File: src/logic/fetch_settings.svh
`ifndef FETCH_SETTINGS_SVH
`define FETCH_SETTINGS_SVH

////////////////////////////////////////
// datapath
////////////////////////////////////////

// address and instruction width
`define FETCH_XLEN 32

// block pc after reset
`define FETCH_RESET_PC 32'h0000_0000

////////////////////////////////////////
// icache geometry
////////////////////////////////////////

// one 64-bit block per line holding two instructions
`define ICACHE_LINES 32
// index comes from pc[7:3]
`define ICACHE_IDX_W 5
// tag comes from pc[15:8] so addresses stay within 16 bits
`define ICACHE_TAG_W 8

// memory transaction tag where zero means busy
`define MEM_TAG_W 4

`endif

File: src/logic/fetch_pkg.sv
`include "fetch_settings.svh"

package fetch_pkg;

    ////////////////////////////////////////
    // memory side
    ////////////////////////////////////////

    // command to memory
    typedef enum logic [1:0] {
        NONE = 2'h0,
        LOAD = 2'h1
    } mem_cmd_e;

    // outgoing request with block-aligned address
    typedef struct packed {
        mem_cmd_e                cmd;
        logic [`FETCH_XLEN-1:0]  addr;
    } mem_req_t;

    // response tag accepts the command
    // data tag marks the later beat
    typedef struct packed {
        logic [`MEM_TAG_W-1:0]   response;
        logic [`MEM_TAG_W-1:0]   tag;
        logic [63:0]             data;
    } mem_rsp_t;

    ////////////////////////////////////////
    // fetch side
    ////////////////////////////////////////

    // inst[0] is the lower address
    typedef struct packed {
        logic                          valid;
        logic [`FETCH_XLEN-1:0]        pc;
        logic [1:0][`FETCH_XLEN-1:0]   inst;
    } fetch_block_t;

    // target is 8-byte aligned
    typedef struct packed {
        logic                    valid;
        logic [`FETCH_XLEN-1:0]  target;
    } redirect_t;

    // array write from the controller
    typedef struct packed {
        logic                       en;
        logic [`ICACHE_IDX_W-1:0]   idx;
        logic [`ICACHE_TAG_W-1:0]   tag;
        logic [63:0]                data;
    } icache_fill_t;

endpackage

File: src/logic/icache_mem.sv
`timescale 1ns/1ps
`include "fetch_settings.svh"

module icache_mem (
    input  logic                      clock,
    input  logic                      arst_n,
    input  fetch_pkg::icache_fill_t   fill,
    input  logic [`ICACHE_IDX_W-1:0]  rd_idx,
    output logic                      rd_valid,
    output logic [`ICACHE_TAG_W-1:0]  rd_tag,
    output logic [63:0]               rd_data
);

    // one valid bit per line
    logic [`ICACHE_LINES-1:0]  line_valid;
    // tag and block storage
    logic [`ICACHE_TAG_W-1:0]  line_tag  [`ICACHE_LINES];
    logic [63:0]               line_data [`ICACHE_LINES];

    ////////////////////////////////////////
    // write side
    ////////////////////////////////////////

    // valid bits clear on reset
    // set on fill
    always_ff @(posedge clock or negedge arst_n) begin
        if (!arst_n) begin
            line_valid <= '0;
        end else if (fill.en) begin
            line_valid[fill.idx] <= 1'b1;
        end
    end

    // tag and data land at the edge after the tagged beat
    always_ff @(posedge clock) begin
        if (fill.en) begin
            line_tag[fill.idx]  <= fill.tag;
            line_data[fill.idx] <= fill.data;
        end
    end

    ////////////////////////////////////////
    // read side
    ////////////////////////////////////////

    // combinational lookup by index
    // no bypass of a fill in the same cycle
    assign rd_valid = line_valid[rd_idx];
    assign rd_tag   = line_tag[rd_idx];
    assign rd_data  = line_data[rd_idx];

endmodule

File: src/logic/icache_ctrl.sv
`timescale 1ns/1ps
`include "fetch_settings.svh"

module icache_ctrl (
    input  logic                      clock,
    input  logic                      arst_n,
    input  logic [`FETCH_XLEN-1:0]    fetch_pc,
    input  logic                      rd_valid,
    input  logic [`ICACHE_TAG_W-1:0]  rd_tag,
    input  logic [63:0]               rd_data,
    input  fetch_pkg::mem_rsp_t       mem_rsp,
    output logic [`ICACHE_IDX_W-1:0]  rd_idx,
    output logic                      hit,
    output logic [63:0]               block_data,
    output fetch_pkg::icache_fill_t   fill,
    output fetch_pkg::mem_req_t       mem_req
);

    import fetch_pkg::*;

    // tag field of the current pc
    logic [`ICACHE_TAG_W-1:0]  pc_tag;

    // outstanding miss
    logic                      pending;
    logic [`MEM_TAG_W-1:0]     pend_rsp_tag;
    logic [`ICACHE_IDX_W-1:0]  pend_idx;
    logic [`ICACHE_TAG_W-1:0]  pend_tag;

    // handshake events
    logic                      req_load;
    logic                      accepted;
    logic                      returned;

    ////////////////////////////////////////
    // lookup
    ////////////////////////////////////////

    // index pc[7:3] and tag pc[15:8]
    assign rd_idx     = fetch_pc[3 +: `ICACHE_IDX_W];
    assign pc_tag     = fetch_pc[3 + `ICACHE_IDX_W +: `ICACHE_TAG_W];
    assign hit        = rd_valid && (rd_tag == pc_tag);
    assign block_data = rd_data;

    ////////////////////////////////////////
    // memory handshake
    ////////////////////////////////////////

    // only one miss in flight
    // keep asking while the response tag is zero
    assign req_load = !hit && !pending;
    assign accepted = req_load && (mem_rsp.response != '0);
    // data beat carries the saved response tag
    assign returned = pending && (mem_rsp.tag == pend_rsp_tag);

    always_comb begin
        mem_req.cmd  = req_load ? LOAD : NONE;
        // block aligned
        mem_req.addr = {fetch_pc[`FETCH_XLEN-1:3], 3'b000};
    end

    // pending flag
    always_ff @(posedge clock or negedge arst_n) begin
        if (!arst_n) begin
            pending <= 1'b0;
        end else if (accepted) begin
            pending <= 1'b1;
        end else if (returned) begin
            pending <= 1'b0;
        end
    end

    // miss bookkeeping
    // captured when memory takes the command
    always_ff @(posedge clock) begin
        if (accepted) begin
            pend_rsp_tag <= mem_rsp.response;
            pend_idx     <= rd_idx;
            pend_tag     <= pc_tag;
        end
    end

    ////////////////////////////////////////
    // fill
    ////////////////////////////////////////

    // completes even if the pc moved on after a redirect
    always_comb begin
        fill.en   = returned;
        fill.idx  = pend_idx;
        fill.tag  = pend_tag;
        fill.data = mem_rsp.data;
    end

endmodule

File: src/logic/fetch_stage.sv
`timescale 1ns/1ps
`include "fetch_settings.svh"

module fetch_stage (
    input  logic                     clock,
    input  logic                     arst_n,
    input  logic                     stall,
    input  fetch_pkg::redirect_t     redirect,
    input  logic                     hit,
    input  logic [63:0]              block_data,
    output logic [`FETCH_XLEN-1:0]   fetch_pc,
    output fetch_pkg::fetch_block_t  fetch_block
);

    // block pc
    logic [`FETCH_XLEN-1:0]  pc_q;
    logic [`FETCH_XLEN-1:0]  pc_next;
    // block gets registered at this edge
    logic                    take;

    // output register
    logic                    out_valid;
    logic [`FETCH_XLEN-1:0]  out_pc;
    logic [63:0]             out_data;

    ////////////////////////////////////////
    // next pc
    ////////////////////////////////////////

    assign take = hit && !stall && !redirect.valid;

    // redirect wins over stall and advance
    always_comb begin
        if (redirect.valid) begin
            pc_next = redirect.target;
        end else if (take) begin
            pc_next = pc_q + `FETCH_XLEN'(8);
        end else begin
            pc_next = pc_q;
        end
    end

    always_ff @(posedge clock or negedge arst_n) begin
        if (!arst_n) begin
            pc_q <= `FETCH_RESET_PC;
        end else begin
            pc_q <= pc_next;
        end
    end

    ////////////////////////////////////////
    // fetch block register
    ////////////////////////////////////////

    // redirect drops the undelivered packet
    // stall holds whatever is there
    always_ff @(posedge clock or negedge arst_n) begin
        if (!arst_n) begin
            out_valid <= 1'b0;
        end else if (redirect.valid) begin
            out_valid <= 1'b0;
        end else if (!stall) begin
            out_valid <= hit;
        end
    end

    always_ff @(posedge clock) begin
        if (take) begin
            out_pc   <= pc_q;
            out_data <= block_data;
        end
    end

    assign fetch_pc = pc_q;

    // lower word is the lower address
    always_comb begin
        fetch_block.valid   = out_valid;
        fetch_block.pc      = out_pc;
        fetch_block.inst[0] = out_data[31:0];
        fetch_block.inst[1] = out_data[63:32];
    end

endmodule

File: src/logic/fetch_top.sv
`timescale 1ns/1ps
`include "fetch_settings.svh"

module fetch_top (
    input  logic                     clock,
    input  logic                     arst_n,
    input  logic                     stall,
    input  fetch_pkg::redirect_t     redirect,
    input  fetch_pkg::mem_rsp_t      mem_rsp,
    output fetch_pkg::mem_req_t      mem_req,
    output fetch_pkg::fetch_block_t  fetch_block
);

    import fetch_pkg::*;

    ////////////////////////////////////////
    // stage to controller
    ////////////////////////////////////////

    logic [`FETCH_XLEN-1:0]    fetch_pc;
    logic                      hit;
    logic [63:0]               block_data;

    ////////////////////////////////////////
    // controller to array
    ////////////////////////////////////////

    logic [`ICACHE_IDX_W-1:0]  rd_idx;
    logic                      rd_valid;
    logic [`ICACHE_TAG_W-1:0]  rd_tag;
    logic [63:0]               rd_data;
    icache_fill_t              fill;

    // pc register and output block
    fetch_stage u_fetch_stage (
        .clock       (clock),
        .arst_n      (arst_n),
        .stall       (stall),
        .redirect    (redirect),
        .hit         (hit),
        .block_data  (block_data),
        .fetch_pc    (fetch_pc),
        .fetch_block (fetch_block)
    );

    // hit check and miss handling
    icache_ctrl u_icache_ctrl (
        .clock      (clock),
        .arst_n     (arst_n),
        .fetch_pc   (fetch_pc),
        .rd_valid   (rd_valid),
        .rd_tag     (rd_tag),
        .rd_data    (rd_data),
        .mem_rsp    (mem_rsp),
        .rd_idx     (rd_idx),
        .hit        (hit),
        .block_data (block_data),
        .fill       (fill),
        .mem_req    (mem_req)
    );

    // direct-mapped storage
    icache_mem u_icache_mem (
        .clock    (clock),
        .arst_n   (arst_n),
        .fill     (fill),
        .rd_idx   (rd_idx),
        .rd_valid (rd_valid),
        .rd_tag   (rd_tag),
        .rd_data  (rd_data)
    );

endmodule

File: config.mk
export PLATFORM = sky130hd
export DESIGN_NAME = fetch_top
export DESIGN_NICKNAME = d
export VERILOG_FILES = /design/src/logic/fetch_pkg.sv /design/src/logic/icache_mem.sv /design/src/logic/icache_ctrl.sv /design/src/logic/fetch_stage.sv /design/src/logic/fetch_top.sv
export VERILOG_INCLUDE_DIRS = /design/src /design/src/logic
export SDC_FILE = /design/constraint.sdc
export NUM_CORES = 2
export LEC_CHECK = 0
export BUFFER_PORTS_ARGS = -buffer_cell sky130_fd_sc_hd__buf_2
export CORE_MARGIN = 3
export CORE_UTILIZATION = 62
export DETAILED_ROUTE_END_ITERATION = 6
export GPL_TIMING_DRIVEN = 0
export PLACE_DENSITY = 0.84
export SYNTH_ARGS = -nofsm -noshare
export SYNTH_HDL_FRONTEND = slang
export SYNTH_SLANG_ARGS = --single-unit
File: constraint.sdc
create_clock -name clock -period 9.51 [get_ports clock]
set_input_delay 0.951 -clock clock [delete_from_list [all_inputs] [get_ports clock]]
set_output_delay 0.951 -clock clock [all_outputs]
set_load 0.02 [all_outputs]
==> results.md <==
- The number of antenna violations at the first check in global routing is 21.
- The sequential element share of the synthesized area is 0.7853.
- Across the run, the number of max-cap violations was 4.
- The root buffer selected by CTS is sky130_fd_sc_hd__clkbuf_16.
- Summing every instance area after synthesis gives 0.09452 sq mm.
- The highest achievable clock rate is 142.1 MHz.
- The top flip-flop cell by instance count after synthesis is sky130_fd_sc_hd__edfxtp_1.
- The number of remaining DRC errors is 11.
- The aggregate global routing overflow is 0.
- The total number of vias is 52890.
- In the final routed layout, each cell accounts on average for 44.62 um.
- The relative max-transition margin is -0.1156.
- The proportion of register bits with asynchronous set or reset after synthesis is 0.02658.
- The type of origin of the critical path is a flop.
- In the final layout, the multi-input gates occupy 0.01939 sq mm.
- The area growth from synthesis to layout is 14.48%.
- The leakage power is 34.68 nW.
- After layout, the minimum clock period comes to 7.036 ns.
- Entering global routing, the biggest net connects 67 pins.
- The critical path startpoint is u_fetch_stage.fetch_pc[4]$_DFFE_PN0P_.
- Summing all flip-flop and latch instances after layout gives 0.07423 sq mm.
- The combinational family with the most area after synthesis is multiplexers.
- The final max-slew violation count is 33.
- The compound-gate portion of the synthesized area came to 0.007651.
- The period utilization is 0.7398.
- The first-pass iteration count of the detailed router is 7.
- The slowest cell on the critical path is sky130_fd_sc_hd__dfrtp_1.
- At the end of the flow, the number of nets in the layout was 4756.
- The die span in x is 396.5 um.
- The signal on the critical path passes through buf_1, clkbuf_1, clkbuf_2, mux4_2, nand2_1, o211ai_1, o21ai_1, xor2_1, nand3_1, or3_1, nor2b_1, buf_4, buf_2.
- At the later pin of the worst-skew pair, clock insertion delay measures 0.87 ns.
- The multiplexer share of the synthesized area is 0.1717.
- The endpoint arrival time on the critical path is 6.08 ns.
- Counting the fill cells in the layout gives 7686.
- The synthesized design contains 2483 register bits.
- The H-tree depth is 4.
- 239 I/O pins were placed.
- The mean instance size in the synthesized netlist is 23.25 sq um.
- The share of synthesized cell area in and, or, nand and nor gates is 0.02155.
- The die covers 0.1572 sq mm.
- The family with the most delay on the worst path is buffers and inverters.
- The largest stage delay on the critical path is 0.77 ns.
- Buffers added to address setup during post-CTS repair amount to 0.
- The first global-routing pass estimated 423.2 mm of wire.
- The power per cell area is 213.7 mW/mm^2.
- The number of global-route vias before repair is 52790.
- The clock drives 2483 sinks.
- The worst min-delay path category is input pin to asynchronous set/reset pin.
- The worst vdd rail ir drop is 0.2022 mV.
- Together, buffers and inverters on the worst path number 5.
- The flow ran to the end, but the final reports show violations.
- The final wirelength is 306.8 mm.
- The worst endpoint required time is 8.56 ns.
- Setup repair after global routing left no endpoint under its margin.
- The count of endpoints failing setup in the final report is 0.
- The antenna violation net count after detailed routing is 0.
- In this run, the number of DRC markers left after iteration 0 of detailed routing was 9949.
- The final reports fail on DRC, capacitance limit, slew limit.
- The core region is 0.1507 sq mm.
- The ratio of cells with drive above 1 in the final layout is 0.3178.
- The type of the worst setup path is flop to primary output.
- The count of endpoints failing hold in the final timing report was 0.
- Clock-pin slew was measured on the worst setup and hold paths at 0.07 ns.
- Routability-driven placement finished with a final weighted congestion of 0.8282.
- The critical-path maximum fanout is 11.
- The total chip power is 23.12 mW.
- The HPWL after detailed placement is 167.5 mm.
- The number of warnings issued by yosys is 0.
- For the pin with the worst max-slew slack, the measured transition is 1.673 ns.
- TritonCTS built the clock tree.
- The number of I/O port buffers is 234.
- The worst-case hold slack is 0.2249 ns.
- The worst-case clock skew is 0.03936 ns.
- For this run, the total global-route usage over all layers was measured as 0.3964.
- In the routed layout, each cell is associated on average with a via count of 7.691.
- After floorplanning, the core was divided into 142 placement rows.
- For this configuration, the core starts out at a cell density of 0.6274.
- Counting flops with a built-in enable in the synthesized netlist gives 2417.
- Of the total synthesized cell area, the portion taken by XOR and XNOR cells is 0.001297.
- From bottom edge to top edge, the die measures 396.5 um.
- After synthesis, the netlist uses 58 different library cells.
- The worst setup path is captured at a primary output.
- The number of clock buffers added by TritonCTS is 224.
- In the synthesized netlist, the number of instances is 4065.
- No sink is reached through more buffers than the 3 on the longest clock path.
- Hold repair after CTS inserted 0 buffers.
- The reg-to-reg critical path startpoint is u_fetch_stage.fetch_pc[4]$_DFFE_PN0P_.
- Of the total synthesized cell area, the portion taken by full adders, half adders and majority gates is 0.0001324.
- The number of gates resized after cts is 0.
[power breakdown]
group          switching [mW]  internal, mW  leakage (nW)
logic                    1.16         0.715          8.65
registers              0.0589          12.0          22.5
clock network            4.23          4.92          3.49
total                    5.45          17.7          34.7
[cells in the mapped netlist, types with 26 or more instances]
cell type / number / area share
sky130_fd_sc_hd__dfrtp_1: 66 / 0.017
sky130_fd_sc_hd__buf_2: 39 / 0.0021
sky130_fd_sc_hd__or2_2: 34 / 0.0023
sky130_fd_sc_hd__nand3_1: 26 / 0.0014
sky130_fd_sc_hd__clkbuf_1: 124 / 0.0049
sky130_fd_sc_hd__buf_4: 37 / 0.0029
sky130_fd_sc_hd__nor2_1: 58 / 0.0023
sky130_fd_sc_hd__edfxtp_1: 2417 / 0.77
sky130_fd_sc_hd__mux4_2: 682 / 0.16
sky130_fd_sc_hd__nand2_1: 250 / 0.0099
sky130_fd_sc_hd__a22oi_1: 31 / 0.0025
sky130_fd_sc_hd__mux2i_1: 68 / 0.0072
sky130_fd_sc_hd__buf_1: 30 / 0.0012
[flip-flops by register name, summed over array words and instances (netlist names), 4 cells and up]
signal,count
u_fetch_stage.fetch_pc,32
u_fetch_stage.out_data,64
u_fetch_stage.out_pc,32
u_icache_ctrl.pend_idx,5
u_icache_ctrl.pend_rsp_tag,4
u_icache_ctrl.pend_tag,8
u_icache_mem.line_data,2048
u_icache_mem.line_tag,256
u_icache_mem.line_valid,32
[stage by stage]
step                      setup TNS [ns]    util  setup WS, ns  instances  area [sq um]
after floorplan                        0       -         1.879       4068         94530
after global placement          -1976.69  0.6520        -3.287       6318         98230
after detailed placement               0  0.6704         3.101       6437        101000
after CTS                              0  0.7178         2.678       6856        108100
after global routing                   0  0.7179         2.462       6860        108200
final                                  0  0.7182         2.474       6877        108200
[layout by cell type, fill, tap and decap left out, drive strengths merged, types with 21 or more instances in the layout]
cell / count
edfxtp: 2417
mux4: 682
buf: 465
clkbuf: 391
nand2: 250
clkinv: 112
mux2i: 68
dfrtp: 66
nor2: 58
or2: 34
a22oi: 31
nand3: 26
nor2b: 23
inv: 23
diode: 21
[cells by family after synthesis]
kind of cell,Yosys count
flops,2483
mux,767
simple gates,451
buf+inv,247
compound gates,101
xor+xnor,14
fa+ha+maj,1
other cells,1
[final timing paths]
path,slack [ns],end,cells after the start
setup / recovery,2.47,mem_req[32],13
hold / removal,0.22,u_icache_mem.line_valid[7]$_DFFE_PN0P_,1
setup reg to reg,2.77,u_fetch_stage.out_data[0]$_DFFE_PP_,9
hold reg to reg,0.46,u_fetch_stage.out_pc[1]$_DFFE_PP_,0
max in group asynchronous,8.69,u_fetch_stage.fetch_pc[13]$_DFFE_PN0P_,1
min in group clock,0.30,u_icache_ctrl.pend_rsp_tag[0]$_DFFE_PP_,1
[routing by layer]
| metal | wire, um | GRT usage | up-vias |
|---|---|---|---|
| met2 | 143100 | 0.6016 | 6539 |
| met1 | 90440 | 0.4917 | 26350 |
| met4 | 27030 | 0.2766 | 18 |
| li1 | - | - | 18320 |
| met3 | 46180 | 0.1270 | 1660 |
| met5 | 133 | 0 | - |
[area by class of cell]
| class | count | area share |
|---|---|---|
| sequential | 2483 | 0.6860 |
| multi-input combinational | 1338 | 0.1792 |
| clock buffer | 267 | 0.05417 |
| timing repair buffer | 353 | 0.03406 |
| tap | 2016 | 0.02331 |
| clock inverter | 152 | 0.01185 |
| buffer | 236 | 0.01055 |
| antenna | 21 | 0.0004856 |
| inverter | 11 | 0.0003816 |
(Power assumes the default switching activity.)
